--- config.mk ---
export PLATFORM = sky130hd
export DESIGN_NAME = commit_top
export DESIGN_NICKNAME = d
export VERILOG_FILES = /design/src/verilog/commit_pkg.sv /design/src/verilog/commit_top.sv /design/src/verilog/reg_file.sv /design/src/verilog/wb_stage.sv /design/src/verilog/csr_file.sv /design/src/verilog/mem_stage.sv
export SDC_FILE = /design/constraint.sdc
export NUM_CORES = 2
export LEC_CHECK = 0
export BUFFER_PORTS_ARGS = -buffer_cell sky130_fd_sc_hd__buf_2
export CORE_ASPECT_RATIO = 0.9
export CORE_MARGIN = 4
export CORE_UTILIZATION = 32
export CTS_BUF_LIST = sky130_fd_sc_hd__clkbuf_4 sky130_fd_sc_hd__clkbuf_8 sky130_fd_sc_hd__clkbuf_16
export CTS_CLUSTER_DIAMETER = 200
export DETAILED_ROUTE_END_ITERATION = 10
export RECOVER_POWER = 25
export SLEW_MARGIN = 0
export SYNTH_ARGS = -nofsm -noshare
export SYNTH_HDL_FRONTEND = slang
export SYNTH_SLANG_ARGS = --single-unit
--- constraint.sdc ---
create_clock -name clk -period 13.54 [get_ports clk]
set_input_delay 2.031 -clock clk [delete_from_list [all_inputs] [get_ports clk]]
set_output_delay 2.031 -clock clk [all_outputs]
set_load 0.005 [all_outputs]
--- src/verilog/commit_pkg.sv ---
package commit_pkg;

    // widths with a meaning of their own
    typedef logic [31:0] word_t;
    typedef logic [4:0]  reg_addr_t;
    typedef logic [13:0] csr_num_t;
    typedef logic [5:0]  ecode_t;
    typedef logic [8:0]  esubcode_t;

    // implemented csr numbers
    localparam csr_num_t CSR_CRMD   = 14'h0;
    localparam csr_num_t CSR_PRMD   = 14'h1;
    localparam csr_num_t CSR_ESTAT  = 14'h5;
    localparam csr_num_t CSR_ERA    = 14'h6;
    localparam csr_num_t CSR_EENTRY = 14'hc;
    localparam csr_num_t CSR_SAVE0  = 14'h30;
    localparam csr_num_t CSR_SAVE1  = 14'h31;
    localparam csr_num_t CSR_SAVE2  = 14'h32;
    localparam csr_num_t CSR_SAVE3  = 14'h33;

    // one executed instruction waiting to retire
    typedef struct packed {
        word_t     pc;
        // register result
        logic      rf_we;
        reg_addr_t rf_waddr;
        word_t     rf_result;
        // csr access
        logic      res_from_csr;
        csr_num_t  csr_num;
        logic      csr_we;
        word_t     csr_wmask;
        word_t     csr_wvalue;
        // exception and return
        logic      ertn;
        logic      excep;
        ecode_t    ecode;
        esubcode_t esubcode;
    } retire_req_t;

    // register file write port
    typedef struct packed {
        logic      we;
        reg_addr_t waddr;
        word_t     wdata;
    } rf_wr_t;

    // one record per retired instruction
    typedef struct packed {
        word_t     pc;
        logic      rf_we;
        reg_addr_t rf_wnum;
        word_t     rf_wdata;
    } trace_t;

endpackage
--- src/verilog/commit_top.sv ---
`timescale 1ns/1ps

module commit_top #(
    parameter commit_pkg::word_t EENTRY_RESET = 32'h1c008000
) (
    input  logic                    clk,
    input  logic                    resetn,
    input  logic                    in_valid,
    output logic                    in_ready,
    input  commit_pkg::retire_req_t in_req,
    output logic                    trace_valid,
    input  logic                    trace_ready,
    output commit_pkg::trace_t      trace,
    output logic                    redirect_valid,
    output commit_pkg::word_t       redirect_pc,
    input  commit_pkg::reg_addr_t   rf_raddr,
    output commit_pkg::word_t       rf_rdata
);
    import commit_pkg::*;

    logic        mem_valid;
    retire_req_t mem_req;
    logic        wb_allowin;
    logic        flush;
    rf_wr_t      rf_wr;

    mem_stage mem_stage_i (
        .clk        (clk),
        .resetn     (resetn),
        .in_valid   (in_valid),
        .in_ready   (in_ready),
        .in_req     (in_req),
        .flush      (flush),
        .wb_allowin (wb_allowin),
        .mem_valid  (mem_valid),
        .mem_req    (mem_req)
    );

    wb_stage #(
        .EENTRY_RESET (EENTRY_RESET)
    ) wb_stage_i (
        .clk            (clk),
        .resetn         (resetn),
        .mem_valid      (mem_valid),
        .mem_req        (mem_req),
        .wb_allowin     (wb_allowin),
        .flush          (flush),
        .rf_wr          (rf_wr),
        .trace_valid    (trace_valid),
        .trace          (trace),
        .trace_ready    (trace_ready),
        .redirect_valid (redirect_valid),
        .redirect_pc    (redirect_pc)
    );

    reg_file reg_file_i (
        .clk      (clk),
        .rf_wr    (rf_wr),
        .rf_raddr (rf_raddr),
        .rf_rdata (rf_rdata)
    );

endmodule

--- src/verilog/reg_file.sv ---
`timescale 1ns/1ps

module reg_file (
    input  logic                  clk,
    input  commit_pkg::rf_wr_t    rf_wr,
    input  commit_pkg::reg_addr_t rf_raddr,
    output commit_pkg::word_t     rf_rdata
);
    import commit_pkg::*;

    word_t regs [0:31];

    // r0 is never written
    always_ff @(posedge clk) begin
        if (rf_wr.we && rf_wr.waddr != '0) begin
            regs[rf_wr.waddr] <= rf_wr.wdata;
        end
    end

    assign rf_rdata = (rf_raddr == '0) ? '0 : regs[rf_raddr];

endmodule

--- src/verilog/wb_stage.sv ---
`timescale 1ns/1ps

module wb_stage #(
    parameter commit_pkg::word_t EENTRY_RESET = 32'h1c008000
) (
    input  logic                    clk,
    input  logic                    resetn,
    input  logic                    mem_valid,
    input  commit_pkg::retire_req_t mem_req,
    output logic                    wb_allowin,
    output logic                    flush,
    output commit_pkg::rf_wr_t      rf_wr,
    output logic                    trace_valid,
    output commit_pkg::trace_t      trace,
    input  logic                    trace_ready,
    output logic                    redirect_valid,
    output commit_pkg::word_t       redirect_pc
);
    import commit_pkg::*;

    logic        wb_valid;
    retire_req_t wb_req;
    logic        fire;
    logic        ex_commit;
    logic        ertn_commit;
    logic        csr_we_commit;
    logic        rf_we_eff;
    word_t       csr_rvalue;
    word_t       rf_wdata;

    // completes only once the trace record is taken
    assign trace_valid = wb_valid;
    assign fire        = wb_valid && trace_ready;
    assign wb_allowin  = !wb_valid || fire;

    always_ff @(posedge clk) begin
        if (!resetn) begin
            wb_valid <= 1'b0;
        end else if (wb_allowin) begin
            wb_valid <= mem_valid && !flush;
        end
    end

    always_ff @(posedge clk) begin
        if (mem_valid && wb_allowin) begin
            wb_req <= mem_req;
        end
    end

    // exception wins over ertn when both are set
    assign ex_commit     = fire && wb_req.excep;
    assign ertn_commit   = fire && wb_req.ertn && !wb_req.excep;
    assign csr_we_commit = fire && wb_req.csr_we && !wb_req.excep;

    assign redirect_valid = ex_commit || ertn_commit;
    assign flush          = redirect_valid;

    csr_file #(
        .EENTRY_RESET (EENTRY_RESET)
    ) csr_file_i (
        .clk         (clk),
        .resetn      (resetn),
        .csr_num     (wb_req.csr_num),
        .csr_we      (csr_we_commit),
        .csr_wmask   (wb_req.csr_wmask),
        .csr_wvalue  (wb_req.csr_wvalue),
        .ex_commit   (ex_commit),
        .ertn_commit (ertn_commit),
        .ecode       (wb_req.ecode),
        .esubcode    (wb_req.esubcode),
        .pc          (wb_req.pc),
        .csr_rvalue  (csr_rvalue),
        .redirect_pc (redirect_pc)
    );

    // a faulting instruction leaves the register file alone
    assign rf_we_eff = wb_req.rf_we && !wb_req.excep;
    assign rf_wdata  = wb_req.res_from_csr ? csr_rvalue : wb_req.rf_result;

    assign rf_wr.we    = fire && rf_we_eff;
    assign rf_wr.waddr = wb_req.rf_waddr;
    assign rf_wr.wdata = rf_wdata;

    assign trace.pc       = wb_req.pc;
    assign trace.rf_we    = rf_we_eff;
    assign trace.rf_wnum  = wb_req.rf_waddr;
    assign trace.rf_wdata = rf_wdata;

endmodule

--- src/verilog/csr_file.sv ---
`timescale 1ns/1ps

module csr_file #(
    parameter commit_pkg::word_t EENTRY_RESET = 32'h1c008000
) (
    input  logic                  clk,
    input  logic                  resetn,
    input  commit_pkg::csr_num_t  csr_num,
    input  logic                  csr_we,
    input  commit_pkg::word_t     csr_wmask,
    input  commit_pkg::word_t     csr_wvalue,
    input  logic                  ex_commit,
    input  logic                  ertn_commit,
    input  commit_pkg::ecode_t    ecode,
    input  commit_pkg::esubcode_t esubcode,
    input  commit_pkg::word_t     pc,
    output commit_pkg::word_t     csr_rvalue,
    output commit_pkg::word_t     redirect_pc
);
    import commit_pkg::*;

    // crmd fields
    logic [1:0]  crmd_plv;
    logic        crmd_ie;
    logic        crmd_da;
    logic        crmd_pg;
    logic [1:0]  crmd_datf;
    logic [1:0]  crmd_datm;
    // prmd fields
    logic [1:0]  prmd_pplv;
    logic        prmd_pie;
    // estat fields, only is[1:0] is software writable
    logic [1:0]  estat_is_sw;
    ecode_t      estat_ecode;
    esubcode_t   estat_esubcode;
    word_t       era;
    logic [25:0] eentry_va;
    word_t       save_r [0:3];

    word_t crmd_value;
    word_t prmd_value;
    word_t estat_value;
    word_t eentry_value;
    word_t merged;

    assign crmd_value   = {23'b0, crmd_datm, crmd_datf, crmd_pg, crmd_da, crmd_ie, crmd_plv};
    assign prmd_value   = {29'b0, prmd_pie, prmd_pplv};
    assign estat_value  = {1'b0, estat_esubcode, estat_ecode, 14'b0, estat_is_sw};
    assign eentry_value = {eentry_va, 6'b0};

    always_comb begin
        case (csr_num)
            CSR_CRMD:   csr_rvalue = crmd_value;
            CSR_PRMD:   csr_rvalue = prmd_value;
            CSR_ESTAT:  csr_rvalue = estat_value;
            CSR_ERA:    csr_rvalue = era;
            CSR_EENTRY: csr_rvalue = eentry_value;
            CSR_SAVE0:  csr_rvalue = save_r[0];
            CSR_SAVE1:  csr_rvalue = save_r[1];
            CSR_SAVE2:  csr_rvalue = save_r[2];
            CSR_SAVE3:  csr_rvalue = save_r[3];
            default:    csr_rvalue = '0;
        endcase
    end

    // old value with the masked bits replaced
    assign merged = (csr_rvalue & ~csr_wmask) | (csr_wvalue & csr_wmask);

    always_ff @(posedge clk) begin
        if (!resetn) begin
            crmd_plv  <= 2'd0;
            crmd_ie   <= 1'b0;
            crmd_da   <= 1'b1;
            crmd_pg   <= 1'b0;
            crmd_datf <= 2'd0;
            crmd_datm <= 2'd0;
        end else if (ex_commit) begin
            crmd_plv <= 2'd0;
            crmd_ie  <= 1'b0;
        end else if (ertn_commit) begin
            crmd_plv <= prmd_pplv;
            crmd_ie  <= prmd_pie;
        end else if (csr_we && csr_num == CSR_CRMD) begin
            crmd_plv  <= merged[1:0];
            crmd_ie   <= merged[2];
            crmd_da   <= merged[3];
            crmd_pg   <= merged[4];
            crmd_datf <= merged[6:5];
            crmd_datm <= merged[8:7];
        end
    end

    always_ff @(posedge clk) begin
        if (!resetn) begin
            prmd_pplv <= 2'd0;
            prmd_pie  <= 1'b0;
        end else if (ex_commit) begin
            prmd_pplv <= crmd_plv;
            prmd_pie  <= crmd_ie;
        end else if (csr_we && csr_num == CSR_PRMD) begin
            prmd_pplv <= merged[1:0];
            prmd_pie  <= merged[2];
        end
    end

    always_ff @(posedge clk) begin
        if (!resetn) begin
            estat_is_sw    <= 2'd0;
            estat_ecode    <= '0;
            estat_esubcode <= '0;
            era            <= '0;
        end else if (ex_commit) begin
            estat_ecode    <= ecode;
            estat_esubcode <= esubcode;
            era            <= pc;
        end else if (csr_we && csr_num == CSR_ESTAT) begin
            estat_is_sw <= merged[1:0];
        end else if (csr_we && csr_num == CSR_ERA) begin
            era <= merged;
        end
    end

    always_ff @(posedge clk) begin
        if (!resetn) begin
            eentry_va <= EENTRY_RESET[31:6];
            for (int i = 0; i < 4; i++) begin
                save_r[i] <= '0;
            end
        end else if (csr_we && csr_num == CSR_EENTRY) begin
            eentry_va <= merged[31:6];
        end else if (csr_we && csr_num[13:2] == CSR_SAVE0[13:2]) begin
            save_r[csr_num[1:0]] <= merged;
        end
    end

    assign redirect_pc = ertn_commit ? era : eentry_value;

endmodule

--- src/verilog/mem_stage.sv ---
`timescale 1ns/1ps

module mem_stage (
    input  logic                    clk,
    input  logic                    resetn,
    input  logic                    in_valid,
    output logic                    in_ready,
    input  commit_pkg::retire_req_t in_req,
    input  logic                    flush,
    input  logic                    wb_allowin,
    output logic                    mem_valid,
    output commit_pkg::retire_req_t mem_req
);
    import commit_pkg::*;

    logic accept;

    // room when empty or when the entry moves on this edge,
    // but nothing enters while writeback flushes
    assign in_ready = (!mem_valid || wb_allowin) && !flush;
    assign accept   = in_valid && in_ready;

    always_ff @(posedge clk) begin
        if (!resetn) begin
            mem_valid <= 1'b0;
        end else if (flush) begin
            // younger instruction is squashed
            mem_valid <= 1'b0;
        end else if (in_ready) begin
            mem_valid <= in_valid;
        end
    end

    always_ff @(posedge clk) begin
        if (accept) begin
            mem_req <= in_req;
        end
    end

endmodule

==> results.txt <==
outcome = finished, violations left
violated checks = max-capacitance violations, max-slew violations
GP Congestion = 0.832
Critical Path End = trace[8]
Final Setup Violations = 0
Post-synth top cells = 1,486 x edfxtp_1, 329 x mux4_2, 213 x nand2_1
Setup crit end kind = output port
post-place setup slack = 6.11 ns
static leakage = 23.2 nW
initial DRC count = 3,650
final-stage net count = 3,815
mapped cell area = 61,300 µm²
multi-input logic area = 14,200 µm²
Total Wirelength = 173,000 µm
worst skew pair latency = 0.82 ns
WP data required = 11.51 ns
total I/O pin count = 313
worst vdd ir = 125 µV
DRC Markers = 0
Critical Path Start = wb_stage_i.wb_req[83]
total power = 0.0104 W
via density per instance = 5.19
filler cell count = 17,500
Worst R2R Path Depth = 7
Final Critical Period = 10.03 ns
Worst-path clk slew = 0.06 ns
Horiz. Die Dim = 469 µm
register area = 46,400 µm²
synthesis-stage register bit count = 1,575
final instance area = 71,800 µm²
die height = 423 µm
via count = 32,800
global route overflow = 0
worst-margin pin slew = 3.44 ns
EDFF count, synth = 1,486
FF-to-FF End = wb_stage_i.csr_file_i.save_r[3][29]
Most used DFF post-synth = edfxtp_1
Avg WL per Cell = 27.4 µm
Crit path arrival time = 8.00 ns
RSZ-0062 raised after global routing = false
# hold bufs at CTS = 0
period utilization = 74.1%
crit path kind = reg2out
pin count of the biggest net entering global routing = 107
Max Slew Vio Count = 559
PortBufs = 312
Initial Util = 32.2%
Fin. Hold Viols = 0
CTS Buffer Depth = 3
vias in the first global route = 33,400
area of the die = 199,000 µm²
max-cap violation count = 14
Root Buffer = clkbuf_16
Yosys top cell area share = 72.8%
crit path max fanout = 53
initial antenna violation count = 9
HP Class = reg2reg
YS warnings = 0
area grow syn2layout = 17.1%
sequential fraction of the synthesis area = 75.7%
row cnt = 152
Pre-antenna DRT Iters = 6
Placement Cell Area = 66,500 µm²
Rel. slew slack = -129%
H-tree Lvls = 4
Post-DP HPWL = 103,000 µm
most common cell in the synthesized netlist = edfxtp_1
syn_area_per_cell = 18.9 µm²
top area cells in the synthesized netlist = edfxtp_1 73%, mux4_2 12%, dfxtp_1 2.9%, nand2_1 1.3%, nor2_1 0.86%
final worst slack = 3.51 ns
GRT Util Overall = 17.1%
PwrDens = 146 nW/µm²
fraction of layout cells with a size suffix above 1 = 28.8%
Detail Route Antenna Nets = 0
Clock Skew = 0.0750 ns
CTS Sinks = 1,575
Gate Count Post-Synth = 3,251
core area = 191,000 µm²
Post-CTS Resized = 0
r2r startpoint = wb_stage_i.wb_req[83]
first-pass GRT wire length = 248,000 µm
asr flop ratio synth = 0%
Startpoint Class = register
cts bufs inserted = 162
Synth area leader = edfxtp_1
post-synthesis cell type count = 68
Fmax achieved = 0.0997 GHz
CTS tree = built
postcts setup bufs = 0
setup TNS = 0 ns
FF-to-FF setup slack = 5.48 ns
power by group:
group / internal [W] / total, W / switching, W
clock network: 0.00260 / 0.00452 / 0.00192
logic: 0.000175 / 0.000470 / 0.000295
registers: 0.00542 / 0.00546 / 0.0000384
cell type report:
class,count,share of cell area (%)
diodes,1,0.00349
clock inverters,93,1.44
flip-flops and latches,1575,64.6
clock buffers,208,6.17
multi-input cells,1431,19.8
well taps,2541,4.43
inverters,46,0.241
repair buffers,423,3.22
critical path, stage by stage, from the launching register on:
cell      delay [ns]
edfxtp_1        0.32
clkbuf_1        1.56
clkbuf_1        2.29
nor2_1          0.83
nand4_1         0.66
o32ai_1         0.19
a21oi_1         0.76
o21ai_2         0.07
buf_4           0.25
buf_2           0.22
layer usage:
metal / up-vias / GRT usage [%] / wire [µm]
li1: 13900 / - / -
met5: - / 0 / 0
met3: 299 / 3.36 / 12300
met4: 0 / 5.91 / 6020
met2: 1426 / 28.5 / 85000
met1: 17200 / 22.6 / 69600
cell families (layout without fill, tap and decap cells):
family	after synthesis	in the layout	synth area share, %
compound gates	361	361	3.89
buf+inv	276	770	2.18
flops	1575	1575	75.7
mux	358	358	12.6
other cells	1	33	0.00612
simple gates	680	680	5.67
cell usage in the layout (no fill, tap or decap), types with 9 or more instances in the layout:
cell type,n
mux4_2,329
clkbuf_16,163
and2_0,10
a22oi_1,31
o2bb2ai_1,19
buf_4,95
clkbuf_1,59
edfxtp_1,1486
conb_1,32
inv_1,46
nor3_2,24
nor3b_1,13
a211oi_1,11
nor2b_1,20
mux2i_1,23
nand4_1,10
or3_1,9
a22o_1,11
nor2_4,32
nand2_1,211
and3_1,18
nand3b_1,32
clkinv_2,26
o21ai_0,67
and3b_1,11
nor2_1,108
o22ai_1,38
a31oi_1,14
bufinv_16,13
nor3_1,56
dfxtp_1,89
nand3_1,50
a21oi_1,74
clkinv_1,26
buf_2,265
o31ai_1,12
and2_1,17
clkbuf_4,43
nand2b_1,24
state kept, by name (all words and copies together), names as in the netlist, 2 cells and up:
signal / cells
wb_stage_i.csr_file_i.estat_is_sw: 2
wb_stage_i.rf_wr: 5
wb_stage_i.csr_file_i.save_r: 128
wb_stage_i.csr_file_i.crmd_plv: 2
wb_stage_i.csr_file_i.eentry_va: 26
mem_stage_i.mem_req: 167
wb_stage_i.csr_file_i.estat_ecode: 6
wb_stage_i.wb_req: 130
wb_stage_i.csr_file_i.prmd_pplv: 2
wb_stage_i.csr_file_i.crmd_datm: 2
reg_file_i.regs: 1024
wb_stage_i.csr_file_i.era: 32
wb_stage_i.csr_file_i.crmd_datf: 2
wb_stage_i.trace: 32
wb_stage_i.csr_file_i.estat_esubcode: 9
worst min path at each step:
stage	from	slack, ns	cells past startpoint	to
after CTS	mem_stage_i.mem_req[43]	0.34	0	wb_stage_i.wb_req[43]
after global placement	mem_stage_i.mem_req[148]	0.40	0	wb_stage_i.trace[51]
after global routing	mem_stage_i.mem_req[43]	0.36	0	wb_stage_i.wb_req[43]
after floorplan	mem_stage_i.mem_req[129]	0.40	0	wb_stage_i.rf_wr[32]
after detailed placement	mem_stage_i.mem_req[129]	0.40	0	wb_stage_i.rf_wr[32]
final	mem_stage_i.mem_req[43]	0.34	0	wb_stage_i.wb_req[43]
stage by stage:
| stage | instances | util, % | hold slack, ns |
|---|---|---|---|
| after floorplan | 3282 | - | 0.400 |
| after global placement | 6016 | 34.9 | 0.403 |
| after detailed placement | 6016 | 34.9 | 0.405 |
| after CTS | 6317 | 37.8 | 0.344 |
| after global routing | 6317 | 37.7 | 0.362 |
| final | 6318 | 37.7 | 0.345 |
(Power assumes the default switching activity.)
